[src/logic/l2_pkg.sv]
package l2_pkg;

    localparam int ADDR_BITS      = 32;
    localparam int OFFSET_BITS    = 4;   // 16-byte lines
    localparam int LINE_ADDR_BITS = ADDR_BITS - OFFSET_BITS;
    localparam int SET_BITS       = 4;
    localparam int L2_SETS        = 16;
    localparam int TAG_BITS       = 24;
    localparam int L2_WAYS        = 2;
    localparam int WAY_BITS       = 1;
    localparam int N_REQS         = 4;
    localparam int REQS_BITS      = 2;
    localparam int LINE_BITS      = 128; // four 32-bit words

    typedef logic [ADDR_BITS-1:0]      addr_t;
    typedef logic [LINE_ADDR_BITS-1:0] line_addr_t;
    typedef logic [SET_BITS-1:0]       l2_set_t;
    typedef logic [TAG_BITS-1:0]       l2_tag_t;
    typedef logic [WAY_BITS-1:0]       l2_way_t;
    typedef logic [LINE_BITS-1:0]      line_t;
    typedef logic                      hprot_t;

    // stable states kept in the tag memory
    typedef enum logic [1:0] {
        INVALID   = 2'b00,
        SHARED    = 2'b01,
        EXCLUSIVE = 2'b10
    } state_t;

    // transient states of a request-buffer entry
    typedef enum logic [1:0] {
        REQ_INVALID = 2'b00,
        ISD         = 2'b01
    } unstable_state_t;

    typedef enum logic [1:0] {
        REQ_GETS  = 2'b00,
        RSP_DATA  = 2'b01,
        RSP_EDATA = 2'b10
    } coh_msg_t;

    typedef enum logic [1:0] {
        L2_REQS_IDLE   = 2'b00,
        L2_REQS_LOOKUP = 2'b01,
        L2_REQS_ALLOC  = 2'b10,
        L2_REQS_PUT    = 2'b11
    } reqs_op_t;

    typedef enum logic [2:0] {
        RESET           = 3'd0,
        DECODE          = 3'd1,
        RSP_LOOKUP      = 3'd2,
        RSP_SEND_RD_RSP = 3'd3,
        CPU_REQ         = 3'd4,
        CPU_HIT_RSP     = 3'd5,
        CPU_MISS_REQ    = 3'd6
    } fsm_state_t;

endpackage

[src/logic/l2_input_arb.sv]
`timescale 1ns/10ps

module l2_input_arb (
    input  logic                 clk,
    input  logic                 rst,
    input  logic                 decode_en_i,
    input  logic                 reqs_full_i,
    input  logic                 cpu_req_valid_i,
    input  l2_pkg::addr_t        cpu_req_addr_i,
    input  l2_pkg::hprot_t       cpu_req_hprot_i,
    input  logic                 rsp_in_valid_i,
    input  l2_pkg::coh_msg_t     rsp_in_coh_msg_i,
    input  l2_pkg::line_addr_t   rsp_in_addr_i,
    input  l2_pkg::line_t        rsp_in_line_i,
    output logic                 cpu_req_ready_o,
    output logic                 rsp_in_ready_o,
    output logic                 do_rsp_next_o,
    output logic                 do_cpu_req_next_o,
    output l2_pkg::line_addr_t   cur_addr_o,
    output l2_pkg::hprot_t       cur_hprot_o,
    output l2_pkg::coh_msg_t     cur_coh_msg_o,
    output l2_pkg::line_t        cur_line_o
);

    // responses always win, a cpu read also needs a free buffer entry
    assign rsp_in_ready_o  = decode_en_i;
    assign cpu_req_ready_o = decode_en_i && !rsp_in_valid_i && !reqs_full_i;

    assign do_rsp_next_o     = rsp_in_valid_i && rsp_in_ready_o;
    assign do_cpu_req_next_o = cpu_req_valid_i && cpu_req_ready_o;

    always_ff @(posedge clk) begin
        if (do_rsp_next_o) begin
            cur_addr_o    <= rsp_in_addr_i;
            cur_coh_msg_o <= rsp_in_coh_msg_i;
            cur_line_o    <= rsp_in_line_i;
        end else if (do_cpu_req_next_o) begin
            cur_addr_o <= cpu_req_addr_i[l2_pkg::ADDR_BITS-1:l2_pkg::OFFSET_BITS];
        end
    end

    always_ff @(posedge clk or negedge rst) begin
        if (!rst) begin
            cur_hprot_o <= 1'b0;
        end else if (do_cpu_req_next_o) begin
            cur_hprot_o <= cpu_req_hprot_i;
        end
    end

endmodule

[config.mk]
export PLATFORM = sky130hd
export DESIGN_NAME = l2_input_arb
export DESIGN_NICKNAME = d
export VERILOG_FILES = /design/src/logic/l2_pkg.sv /design/src/logic/l2_input_arb.sv
export SDC_FILE = /design/constraint.sdc
export NUM_CORES = 1
export LEC_CHECK = 0
export BUFFER_PORTS_ARGS = -buffer_cell sky130_fd_sc_hd__buf_2
export CAP_MARGIN = 25
export CORE_AREA = 5 5 137 139
export DETAILED_ROUTE_END_ITERATION = 10
export DIE_AREA = 0 0 142 144
export PLACE_DENSITY_LB_ADDON = 0.2
export SETUP_SLACK_MARGIN = 0.4
export SYNTH_ARGS = -nofsm -noshare
export SYNTH_HDL_FRONTEND = slang
export SYNTH_SLANG_ARGS = --single-unit
[constraint.sdc]
create_clock -name clk -period 5.94 [get_ports clk]
set_clock_uncertainty 0.15 [all_clocks]
set_input_delay 1.188 -clock clk [delete_from_list [all_inputs] [get_ports clk]]
set_output_delay 1.188 -clock clk [all_outputs]
set_load 0.02 [all_outputs]
==> insert_results.sql, run 1 <==
INSERT INTO impl_metrics (metric_group, metric, value, unit) VALUES
('critical_path', 'timing_worst_setup_path_type', 'input port to primary output', ''),
('critical_path', 'cp-start-kind', 'input port', ''),
('yosys', 'synth_fa_ha_area_frac', '0', ''),
('yosys', 'synth.ff_latch_count', '159', ''),
('timing', 'rsz0062_at_grt', 'false', ''),
('timing', 'period_needed', '4.06', 'ns'),
('floorplanning', 'die_width', '142', 'um'),
('clocking', 'cts_post_setup_buffers_inserted', '0', ''),
('cells_and_area', 'final_layout_size_suffix_gt1_frac', '0.720', ''),
('timing', 'timing.fmax', '0.246', 'GHz'),
('route', 'drtPass1Iterations', '4', ''),
('power', 'powerDensity', '343', 'nW/um^2'),
('global_routing', 'number_of_antenna_violations_at_the_first_check_in_global_routing', '5', ''),
('clocking', 'postCtsResizedCells', '0', ''),
('route', 'drt-vias-per-instance', '4.09', ''),
('global_routing', 'number_of_global_route_vias_before_repair', '3560', ''),
('critical_path', 'cp_data_required_time', '4.60', 'ns'),
('cells_and_area', 'fill_cells', '1632', ''),
('clocking', 'worstSkewPairLatency', '0.41', 'ns'),
('cells_and_area', 'area_delta_synth_final', '50.6', '%'),
('yosys', 'seq_area_frac_synth', '0.916', ''),
('route', 'wire_per_inst', '17.8', 'um'),
('critical_path', 'critical_path_arrival', '2.72', 'ns'),
('yosys', 'netlist-cell-type-count', '13', ''),
('yosys', 'synth_simple_gate_area_frac', '0.00625', ''),
('floorplanning', 'rows', '49', ''),
('clocking', 'clock_sinks', '159', ''),
('timing', 'setup_viols_final', '0', ''),
('floorplanning', 'die_height', '144', 'um'),
('route', 'drc', '0', ''),
('yosys', 'synth_top_family_by_area', 'multiplexers', ''),
('yosys', 'synth_cells', '198', ''),
('yosys', 'synthesis.area', '5210', 'sq um'),
('yosys', 'post_synth_mux_area_share', '0.0692', ''),
('cells_and_area', 'nets', '767', ''),
('power', 'vdd.ir_drop.worst', '179', 'uV'),
('yosys', 'synth_nets', '395', ''),
('timing', 'finalSetupTns', '0', 'ns'),
('route', 'antenna_violating_nets_post_route', '0', ''),
('route', 'first_drt_iteration_drcs', '137', ''),
('timing', 'worstMarginPinSlew', '0.931', 'ns'),
('clocking', 'cts_max_level', '4', ''),
('timing', 'finalCritPeriodShare', '0.683', ''),
('clocking', 'clock_tree.buffer_depth', '2', ''),
('timing', 'hold_viol', '0', ''),
('placed_design', 'port_buffers', '355', ''),
('yosys', 'share_of_the_synthesized_netlist_area_taken_by_xor_and_xnor_gates', '0', ''),
('timing', 'pins_over_their_slew_limit', '0', ''),
('outcome', 'outcome', 'finished, final reports clean', ''),
('clocking', 'tritoncts', 'built', ''),
('floorplanning', 'pin_count', '360', ''),
('route', 'postRouteWirelength', '14600', 'um'),
('global_routing', 'grt_pass1_wl', '20400', 'um'),
('yosys', 'synth_compound_gate_area_share', '0.00144', ''),
('floorplanning', 'initial_utilization', '0.297', ''),
('clocking', 'cts-buffers-inserted', '17', ''),
('floorplanning', 'die-area', '20400', 'sq um'),
('power', 'power.total', '0.00269', 'W'),
('timing', 'slew_headroom', '0.380', ''),
('power', 'power.static_leakage', '3.36', 'nW'),
('clocking', 'cts_root_buf', 'clkbuf_16', ''),
('hold_path', 'hold_path.class', 'input port to async pin', ''),
('placed_design', 'gp_congestion', '0.770', ''),
('floorplanning', 'floorplan.core_area', '17500', 'sq um'),
('cells_and_area', 'final_core_util', '0.447', ''),
('critical_path', 'crit_fanout', '59', ''),
('route', 'dr_total_vias', '3337', ''),
('job', 'max_cap_viols', '0', ''),
('clocking', 'hold_buffers', '0', ''),
('global_routing', 'pin_count_of_the_biggest_net_entering_global_routing', '74', ''),
('clocking', 'path_clk_slew', '0.07', 'ns'),
('global_routing', 'overall_track_demand_over_capacity_in_global_routing', '0.135', ''),
('yosys', 'syn-mean-instance-area', '26.3', 'sq um'),
('critical_path', 'end_kind', 'primary output', ''),
('global_routing', 'grt_overflow', '0', ''),
('yosys', 'ys_warn_count', '0', '');
area by class of cell:
cell class / instances / area (sq um) / area share
Antenna cell: 4 / 10.0 / 0.00128
Clock buffer: 18 / 429 / 0.0547
Clock inverter: 14 / 148 / 0.0188
Inverter: 1 / 8.76 / 0.00112
Multi-Input combinational cell: 34 / 400 / 0.0510
Sequential cell: 159 / 4770 / 0.608
Tap cell: 229 / 287 / 0.0365
Timing Repair Buffer: 357 / 1790 / 0.228
logic make-up (layout without fill, tap and decap cells):
group	count (synthesis)	count (layout)
compound gates	1	1
other cells	0	4
buf+inv	5	390
simple gates	4	4
mux	29	29
flops	159	159
through the flow:
step	setup slack (ns)	hold WS (ns)	area (sq um)	cells
after global placement	1.87	0.373	7260	780
after CTS	1.83	0.362	7830	812
after floorplan	0.441	0.486	5210	198
final	1.88	0.383	7840	816
after detailed placement	1.84	0.370	7260	780
after global routing	1.73	0.353	7840	815
placed cells by master, fill, tap and decap left out, drive strengths merged, types with 2 or more instances in the layout:
master	count
buf	357
clkbuf	18
clkinv	5
clkinvlp	2
diode	4
edfxtp	158
inv	8
mux2	29
Yosys cell counts:
master | count | area (sq um)
edfxtp_1 | 158 | 4740
mux2_2 | 20 | 225
mux2_4 | 9 | 135
buf_6 | 2 | 22.5
and4bb_2 | 1 | 12.5
buf_2 | 1 | 5.00
buf_4 | 1 | 7.51
dfrtp_1 | 1 | 25.0
inv_1 | 1 | 3.75
nand2_2 | 1 | 6.26
nor2b_1 | 1 | 6.26
nor3b_1 | 1 | 7.51
o21a_1 | 1 | 7.51
critical path, cell delays in order:
cell and delay [ns]:
buf_2 0.12, nand2_2 0.47, inv_6 0.62, buf_2 0.27
layer usage:
metal  GRT usage  vias to the layer above  part of all wire
li1            -                     1546                 -
met1       0.145                     1549              0.35
met2       0.229                      218              0.52
met3      0.0651                       20              0.12
met4      0.0566                        4             0.019
met5           0                        -            0.0014
state kept, by name (all words and copies together) (netlist names):
signal / cells
cur_addr_o: 28
cur_coh_msg_o: 2
cur_hprot_o: 1
cur_line_o: 128
path summary, 6_finish.rpt:
path | from | end | slack [ns] | cells past startpoint
min reg2reg | cur_hprot_o | cur_hprot_o | 0.39 | 1
max in group asynchronous | rst | cur_hprot_o | 5.17 | 1
min | rst | cur_hprot_o | 0.38 | 1
max | decode_en_i | do_rsp_next_o | 1.88 | 4
max reg2reg | cur_hprot_o | cur_hprot_o | 5.03 | 1
min in group clk | cur_hprot_o | cur_hprot_o | 0.39 | 1
report_power, final:
part | switching [W] | leakage, nW | internal [W]
Sequential | 0.0000183 | 1.50 | 0.00133
Clock | 0.000485 | 0.276 | 0.000560
Combinational | 0.000185 | 1.59 | 0.000114
Total | 0.000688 | 3.36 | 0.00200
Note: power is estimated with default switching activity, not from simulation.
==> run 2, diff against run 1 <==
--- a/config.mk
+++ b/config.mk
@@ -7,9 +7,9 @@
 export LEC_CHECK = 0
 export BUFFER_PORTS_ARGS = -buffer_cell sky130_fd_sc_hd__buf_2
 export CAP_MARGIN = 25
-export CORE_AREA = 5 5 137 139
+export CORE_AREA = 5 5 136 138
 export DETAILED_ROUTE_END_ITERATION = 10
-export DIE_AREA = 0 0 142 144
+export DIE_AREA = 0 0 141 143
 export PLACE_DENSITY_LB_ADDON = 0.2
 export SETUP_SLACK_MARGIN = 0.4
 export SYNTH_ARGS = -nofsm -noshare
==> constraint.sdc (replaced) <==
create_clock -name clk -period 3.7 [get_ports clk]
set_clock_uncertainty 0.15 [all_clocks]
set_input_delay 0.74 -clock clk [delete_from_list [all_inputs] [get_ports clk]]
set_output_delay 0.74 -clock clk [all_outputs]
set_load 0.02 [all_outputs]
==> run 2 against run 1 <==
- sequential share of layout area down 0.57 points
- wire length up 0.34%
- clock-buffer cell count down 1
- flip-flop and latch count unchanged
- critical path depth unchanged
- worst hold slack worse by 0.037 ns
- cell count down 0.98%
- critical path type unchanged
- largest cell class unchanged
- highest routed layer unchanged
==> insert_results.sql, run 2 (same netlist as run 1, synthesis figures left out) <==
INSERT INTO impl_metrics (metric_group, metric, value, unit) VALUES
('cells_and_area', 'area_delta_synth_final', '52.0', '%'),
('global_routing', 'overall_track_demand_over_capacity_in_global_routing', '0.139', ''),
('cells_and_area', 'largest_reg_flops', '128', ''),
('timing', 'slew_headroom', '0.531', ''),
('timing', 'finalSetupTns', '0', 'ns'),
('placed_design', 'dpl.hpwl', '11500', 'um'),
('hold_path', 'hold_path.class', 'input port to flip-flop', ''),
('global_routing', 'grt_overflow', '0', ''),
('critical_path', 'ff2ff_path_depth', '1', ''),
('critical_path', 'timing_worst_setup_path_type', 'input port to primary output', ''),
('route', 'drtPass1Iterations', '4', ''),
('power', 'vdd.ir_drop.worst', '288', 'uV'),
('critical_path', 'critical_path.n_buffers_inverters', '3', ''),
('critical_path', 'timing.critical_path.cells', 'buf_2 -> nand2_8 -> clkinvlp_4 -> buf_2', ''),
('job', 'max_cap_viols', '0', ''),
('global_routing', 'fraction_of_met1_tracks_used_by_global_routing', '0.138', ''),
('clocking', 'postCtsResizedCells', '0', ''),
('route', 'postRouteWirelength', '14600', 'um'),
('timing', 'worst_slack', '1.25', 'ns'),
('clocking', 'cts-buffers-inserted', '17', ''),
('timing', 'finalCritPeriodShare', '0.663', ''),
('outcome', 'outcome', 'finished, final reports clean', ''),
('clocking', 'worstSkewPairLatency', '0.41', 'ns'),
('critical_path', 'r2r_slack', '2.78', 'ns'),
('floorplanning', 'rows', '48', ''),
('cells_and_area', 'largest_register', 'cur_line_o', ''),
('floorplanning', 'pin_count', '360', ''),
('clocking', 'clock_sinks', '159', ''),
('critical_path', 'critical_path.max_stage_delay', '0.23', 'ns'),
('floorplanning', 'die-area', '20200', 'sq um'),
('timing', 'setup_viols_final', '0', ''),
('global_routing', 'gr-usage-met3', '0.0727', ''),
('cells_and_area', 'area.sequential', '4770', 'sq um'),
('route', 'drc', '0', ''),
('timing', 'worstMarginPinSlew', '0.704', 'ns'),
('critical_path', 'r2r_start', 'cur_hprot_o', ''),
('floorplanning', 'initial_utilization', '0.305', ''),
('cells_and_area', 'biggestRegsByFlops', 'cur_line_o (128), cur_addr_o (28), cur_coh_msg_o (2)', ''),
('placed_design', 'gp_congestion', '0.811', ''),
('route', 'wire_per_inst', '18.1', 'um'),
('placed_design', 'place.detailed.instances', '776', ''),
('hold_path', 'timing.hold.worst_path_depth', '1', ''),
('global_routing', 'number_of_antenna_violations_at_the_first_check_in_global_routing', '1', ''),
('cells_and_area', 'nets', '768', ''),
('global_routing', 'number_of_global_route_vias_before_repair', '3577', ''),
('cells_and_area', 'final_layout_size_suffix_gt1_frac', '0.720', ''),
('clocking', 'tritoncts', 'built', ''),
('placed_design', 'detailedPlace.worstSlack', '1.23', 'ns'),
('route', 'antenna_violating_nets_post_route', '0', ''),
('floorplanning', 'die_width', '141', 'um'),
('critical_path', 'end_kind', 'primary output', ''),
('hold_path', 'hold_start', 'rsp_in_line_i[116]', ''),
('floorplanning', 'floorplan.core_area', '17100', 'sq um'),
('global_routing', 'most_used_layer_global_route', 'met2', ''),
('critical_path', 'reg2reg_to', 'cur_hprot_o', ''),
('global_routing', 'pin_count_of_the_biggest_net_entering_global_routing', '131', ''),
('critical_path', 'critical_path.most_common_cell', 'buf_2', ''),
('global_routing', 'met2_layer_usage_reported_by_global_route', '0.248', ''),
('cells_and_area', 'finish.instance_area', '7920', 'sq um'),
('cells_and_area', 'antennaDiodeCount', '0', ''),
('cells_and_area', 'final_cell_mix', '355 x buf_2, 158 x edfxtp_1, 20 x mux2_2, 17 x clkbuf_16, 9 x mux2_4', ''),
('timing', 'pins_over_their_slew_limit', '0', ''),
('floorplanning', 'die_height', '143', 'um'),
('cells_and_area', 'final_common_cell', 'buf_2', ''),
('timing', 'timing.fmax', '0.408', 'GHz'),
('critical_path', 'crit_fanout', '29', ''),
('power', 'powerDensity', '568', 'nW/um^2'),
('placed_design', 'port_buffers', '355', ''),
('placed_design', 'placed_inst_area', '7280', 'sq um'),
('critical_path', 'family_of_cells_with_the_greatest_summed_delay_on_the_critical_path', 'buffers and inverters', ''),
('clocking', 'cts_root_buf', 'clkbuf_16', ''),
('timing', 'rsz0062_at_grt', 'false', ''),
('critical_path', 'cp_slowest_cell', 'nand2_8', ''),
('timing', 'period_needed', '2.45', 'ns'),
('critical_path', 'cp-start-kind', 'input port', ''),
('hold_path', 'timing.hold.worst_endpoint', 'cur_line_o[116]', ''),
('clocking', 'cts_post_setup_buffers_inserted', '0', ''),
('global_routing', 'grt_pass1_wl', '20600', 'um'),
('cells_and_area', 'multi_input_comb_area', '414', 'sq um'),
('critical_path', 'cp_data_required_time', '2.81', 'ns'),
('timing', 'hold_viol', '0', ''),
('clocking', 'clock_tree.buffer_depth', '2', ''),
('cells_and_area', 'fill_cells', '1576', ''),
('route', 'first_drt_iteration_drcs', '117', ''),
('clocking', 'cts_max_level', '4', ''),
('route', 'dr_total_vias', '3382', ''),
('power', 'power.static_leakage', '3.40', 'nW'),
('cells_and_area', 'final_std_cells_w_o_fill', '808', ''),
('clocking', 'path_clk_slew', '0.06', 'ns'),
('critical_path', 'crit_cells', '4', ''),
('route', 'drt-vias-per-instance', '4.19', ''),
('critical_path', 'critical_path_arrival', '1.56', 'ns');
run 2: cell types whose count changed in the layout (fill, tap and decap cells not counted):
cell	delta
nand2_2	-1
inv_8	-4
dlygate4sd3_1	+1
diode_2	-4
bufinv_16	+4
nand2_8	+1
buf_12	+1
inv_6	+1
clkinv_8	-2
buf_4	-1
clkinv_2	+1
clkbuf_1	-1
run 2: report_power, final:
part	switching [W]	internal, W
clock	0.000714	0.00114
combinational	0.000300	0.000186
sequential	0.0000297	0.00213
run 2: what timing repair did:
item | 4_1_cts | 5_1_grt
hold buffers | 1 | 0
hold endpoints to repair | 1 | 0
endpoints found under the setup margin | 0 | 0
run 2: per-layer routing:
metal / vias up / routed length [um] / part of all wire
met5: - / 18 / 0.0012
met2: 229 / 7620 / 0.52
met4: 2 / 228 / 0.016
li1: 1547 / - / -
met3: 18 / 1780 / 0.12
met1: 1586 / 4970 / 0.34
run 2: how the worst max path moves through the flow:
stage / start / to / slack, ns
final: decode_en_i / do_rsp_next_o / 1.25
after global routing: decode_en_i / do_rsp_next_o / 1.18
after CTS: decode_en_i / do_rsp_next_o / 1.24
after detailed placement: decode_en_i / do_rsp_next_o / 1.23
after global placement: decode_en_i / do_rsp_next_o / 1.24
after floorplan: decode_en_i / cur_coh_msg_o[0] / 0.1
run 2: final cells by class:
type,instances,share of cell area
inverters,1,0.000948
clock inverters,14,0.0259
repair buffers,358,0.229
multi-input cells,34,0.0523
well taps,225,0.0356
flip-flops and latches,159,0.602
clock buffers,17,0.0537
run 2: per-stage QoR:
stage / power [W] / utilization / hold WS [ns]
after floorplan: 0.00245 / - / 0.294
after global placement: 0.00268 / 0.427 / 0.365
after detailed placement: 0.00269 / 0.427 / 0.365
after CTS: 0.00456 / 0.464 / 0.323
after global routing: 0.00468 / 0.464 / 0.315
final: 0.00450 / 0.464 / 0.346
==> run 3, diff against run 2 <==
--- a/config.mk
+++ b/config.mk
@@ -5,11 +5,12 @@
 export SDC_FILE = /design/constraint.sdc
 export NUM_CORES = 1
 export LEC_CHECK = 0
+export ABC_AREA = 1
 export BUFFER_PORTS_ARGS = -buffer_cell sky130_fd_sc_hd__buf_2
 export CAP_MARGIN = 25
-export CORE_AREA = 5 5 136 138
+export CORE_AREA = 5 5 137 139
 export DETAILED_ROUTE_END_ITERATION = 10
-export DIE_AREA = 0 0 141 143
+export DIE_AREA = 0 0 142 144
 export PLACE_DENSITY_LB_ADDON = 0.2
 export SETUP_SLACK_MARGIN = 0.4
 export SYNTH_ARGS = -nofsm -noshare
==> constraint.sdc (replaced) <==
create_clock -name clk -period 2.4 [get_ports clk]
set_clock_uncertainty 0.15 [all_clocks]
set_input_delay 0.48 -clock clk [delete_from_list [all_inputs] [get_ports clk]]
set_output_delay 0.48 -clock clk [all_outputs]
set_load 0.02 [all_outputs]
==> run 3 against run 2 <==
- worst setup slack got worse by 0.56 ns
- critical path type unchanged
- critical path depth did not move
- worst hold slack got worse by 0.25 ns
- flip-flop and latch count did not move
- synthesized cell count rose by 33%
- total power rose by 50%
- critical endpoint unchanged
- clock-buffer cell count did not move
- clock power rose by 45%
- largest cell class unchanged
- cell area fell by 0.16%
- wire length fell by 0.62%
- die area rose by 1.4%
==> insert_results.sql, run 3 <==
INSERT INTO impl_metrics (metric_group, metric, value, unit) VALUES
('yosys', 'synthesis.area', '5200', 'sq um'),
('global_routing', 'overall_track_demand_over_capacity_in_global_routing', '0.136', ''),
('route', 'dr_total_vias', '3555', ''),
('floorplanning', 'initial_utilization', '0.297', ''),
('critical_path', 'critical_path.most_common_cell', 'buf_2', ''),
('cells_and_area', 'largest_register', 'cur_line_o', ''),
('yosys', 'synth.ff_latch_count', '159', ''),
('timing', 'finalSetupTns', '0', 'ns'),
('clocking', 'clock_tree.buffer_depth', '2', ''),
('clocking', 'cts_post_setup_buffers_inserted', '0', ''),
('clocking', 'hold_buffers', '1', ''),
('job', 'max_cap_viols', '0', ''),
('outcome', 'outcome', 'finished, final reports clean', ''),
('power', 'power.clock.fraction', '0.397', ''),
('cells_and_area', 'largest_reg_flops', '128', ''),
('placed_design', 'dpl.hpwl', '11600', 'um'),
('floorplanning', 'die_width', '142', 'um'),
('critical_path', 'cp-start-kind', 'input port', ''),
('global_routing', 'grt_overflow', '0', ''),
('cells_and_area', 'nets', '835', ''),
('floorplanning', 'die-area', '20400', 'sq um'),
('floorplanning', 'floorplan.core_area', '17500', 'sq um'),
('global_routing', 'pin_count_of_the_biggest_net_entering_global_routing', '69', ''),
('yosys', 'seq_area_frac_synth', '0.917', ''),
('floorplanning', 'rows', '49', ''),
('yosys', 'synth_flop_cell', 'edfxtp_1', ''),
('timing', 'slew_headroom', '0.757', ''),
('route', 'antenna_violating_nets_post_route', '0', ''),
('timing', 'timing.fmax', '0.583', 'GHz'),
('cells_and_area', 'final_layout_size_suffix_gt1_frac', '0.604', ''),
('yosys', 'synth_nets', '461', ''),
('route', 'wire_per_inst', '16.5', 'um'),
('timing', 'finalCritPeriodShare', '0.715', ''),
('clocking', 'worstSkewPairLatency', '0.40', 'ns'),
('yosys', 'netlist_top_cells_area', 'edfxtp_1 91%, nand2_1 6.4%, buf_6 0.65%', ''),
('global_routing', 'number_of_antenna_violations_at_the_first_check_in_global_routing', '1', ''),
('cells_and_area', 'final_std_cells_w_o_fill', '880', ''),
('timing', 'worstMarginPinSlew', '0.365', 'ns'),
('clocking', 'clock_sinks', '159', ''),
('floorplanning', 'pin_count', '360', ''),
('route', 'drc', '0', ''),
('timing', 'period_needed', '1.72', 'ns'),
('power', 'vdd.ir_drop.worst', '425', 'uV'),
('clocking', 'tritoncts', 'built', ''),
('placed_design', 'gp_congestion', '0.803', ''),
('clocking', 'cts_root_buf', 'clkbuf_16', ''),
('yosys', 'async_flop_share', '0.00629', ''),
('yosys', 'syn-mean-instance-area', '19.7', 'sq um'),
('power', 'p_sw_frac', '0.243', ''),
('cells_and_area', 'antennaDiodeCount', '0', ''),
('global_routing', 'grt_pass1_wl', '20600', 'um'),
('critical_path', 'crit_fanout', '5', ''),
('critical_path', 'critical_path_arrival', '1.09', 'ns'),
('hold_path', 'hold_path.class', 'input port to flip-flop', ''),
('cells_and_area', 'area_delta_synth_final', '52.0', '%'),
('critical_path', 'timing.critical_path.cells', 'buf_2 -> nand2_1 -> inv_6 -> buf_2', ''),
('power', 'switching_power_total', '0.00165', 'W'),
('timing', 'rsz0062_at_grt', 'false', ''),
('critical_path', 'end_kind', 'primary output', ''),
('yosys', 'synthDominantAreaCellType', 'edfxtp_1', ''),
('power', 'comb_power_share', '0.111', ''),
('power', 'powerDensity', '856', 'nW/um^2'),
('critical_path', 'cp_slowest_cell', 'buf_2', ''),
('power', 'power.static_leakage', '3.53', 'nW'),
('yosys', 'synth_cells', '264', ''),
('route', 'drt-vias-per-instance', '4.04', ''),
('power', 'p_int', '0.00512', 'W'),
('floorplanning', 'die_height', '144', 'um'),
('global_routing', 'number_of_global_route_vias_before_repair', '3739', ''),
('clocking', 'postCtsResizedCells', '0', ''),
('power', 'power_frac_seq', '0.492', ''),
('yosys', 'netlist-cell-type-count', '10', ''),
('timing', 'hold_viol', '0', ''),
('route', 'first_drt_iteration_drcs', '121', ''),
('placed_design', 'port_buffers', '355', ''),
('cells_and_area', 'final_cell_mix', '355 x buf_2, 158 x edfxtp_1, 89 x nand2_1, 17 x clkbuf_16, 6 x inv_6', ''),
('critical_path', 'timing_worst_setup_path_type', 'input port to primary output', ''),
('yosys', 'synth-edff-count', '158', ''),
('critical_path', 'cp_data_required_time', '1.77', 'ns'),
('route', 'drtPass1Iterations', '4', ''),
('route', 'postRouteWirelength', '14500', 'um'),
('yosys', 'post-synth-top-count-cell', 'edfxtp_1', ''),
('yosys', 'post_synth_most_frequent_cells', '158 x edfxtp_1, 89 x nand2_1, 5 x inv_1', ''),
('critical_path', 'critical_path.max_stage_delay', '0.19', 'ns'),
('clocking', 'cts_max_level', '4', ''),
('cells_and_area', 'final_common_cell', 'buf_2', ''),
('clocking', 'path_clk_slew', '0.06', 'ns'),
('placed_design', 'place.detailed.instances', '847', ''),
('timing', 'setup_viols_final', '0', ''),
('timing', 'pins_over_their_slew_limit', '0', ''),
('cells_and_area', 'biggestRegsByFlops', 'cur_line_o (128), cur_addr_o (28), cur_coh_msg_o (2)', ''),
('yosys', 'area_fraction_of_the_dominant_cell_type_after_synthesis', '0.912', ''),
('yosys', 'ys_warn_count', '0', ''),
('clocking', 'cts-buffers-inserted', '17', '');
## run 3: path summary, 6_finish.rpt
check	start	endpoint	slack, ns	cells past startpoint
min in group asynchronous	rst	cur_hprot_o	0.23	2
max in group asynchronous	rst	cur_hprot_o	1.78	2
worst max-delay path	decode_en_i	do_rsp_next_o	0.68	4
worst min register to register	cur_hprot_o	cur_hprot_o	0.32	2
worst max register to register	cur_hprot_o	cur_hprot_o	1.66	2
worst min-delay path	rsp_in_line_i[73]	cur_line_o[73]	0.09	1
## run 3: cell families (layout without fill, tap and decap cells)
family	after synthesis	after routing	synth area share
buffers and inverters	13	400	0.0156
flip-flops	159	159	0.917
AND/OR/NAND/NOR	92	92	0.0674
## run 3: power groups by stage
stage	Combinational, W	Sequential, W	Clock [W]
floorplan	0.000101	0.00366	0
global placement	0.000757	0.00338	0
detailed placement	0.000765	0.00339	0
CTS	0.000766	0.00333	0.00278
global route	0.000809	0.00334	0.00291
finish	0.000750	0.00333	0.00269
## run 3: critical path: cells and delay by family
family,cells,cell delay [ns]
AND/OR/NAND/NOR,1,0.15
buffers and inverters,3,0.44
## run 3: through the flow
step / hold slack [ns] / utilization / area (sq um) / total power [W] / worst slack [ns]
2_1_floorplan: 0.0344 / - / 5210 / 0.00376 / 0.429
3_3_place_gp: 0.113 / 0.416 / 7290 / 0.00414 / 0.649
3_5_place_dp: 0.117 / 0.416 / 7290 / 0.00415 / 0.602
4_1_cts: 0.0644 / 0.451 / 7910 / 0.00688 / 0.667
5_1_grt: 0.0601 / 0.451 / 7910 / 0.00707 / 0.616
6_report: 0.0935 / 0.451 / 7910 / 0.00677 / 0.684
## run 3: area by class of cell
cell class	count	area [sq um]
clock buffers	17	425
repair buffers	362	1870
inverters	6	27.5
flip-flops and latches	159	4770
clock inverters	15	176
fillers	1668	9630
well taps	229	287
multi-input cells	92	350
## run 3: per-layer routing
layer / vias to the layer above / share of wire / GRT usage
met4: 2 / 0.010 / 0.0495
met3: 11 / 0.12 / 0.0632
li1: 1709 / - / -
met2: 217 / 0.53 / 0.242
met5: - / 0.00048 / 0
met1: 1616 / 0.34 / 0.140
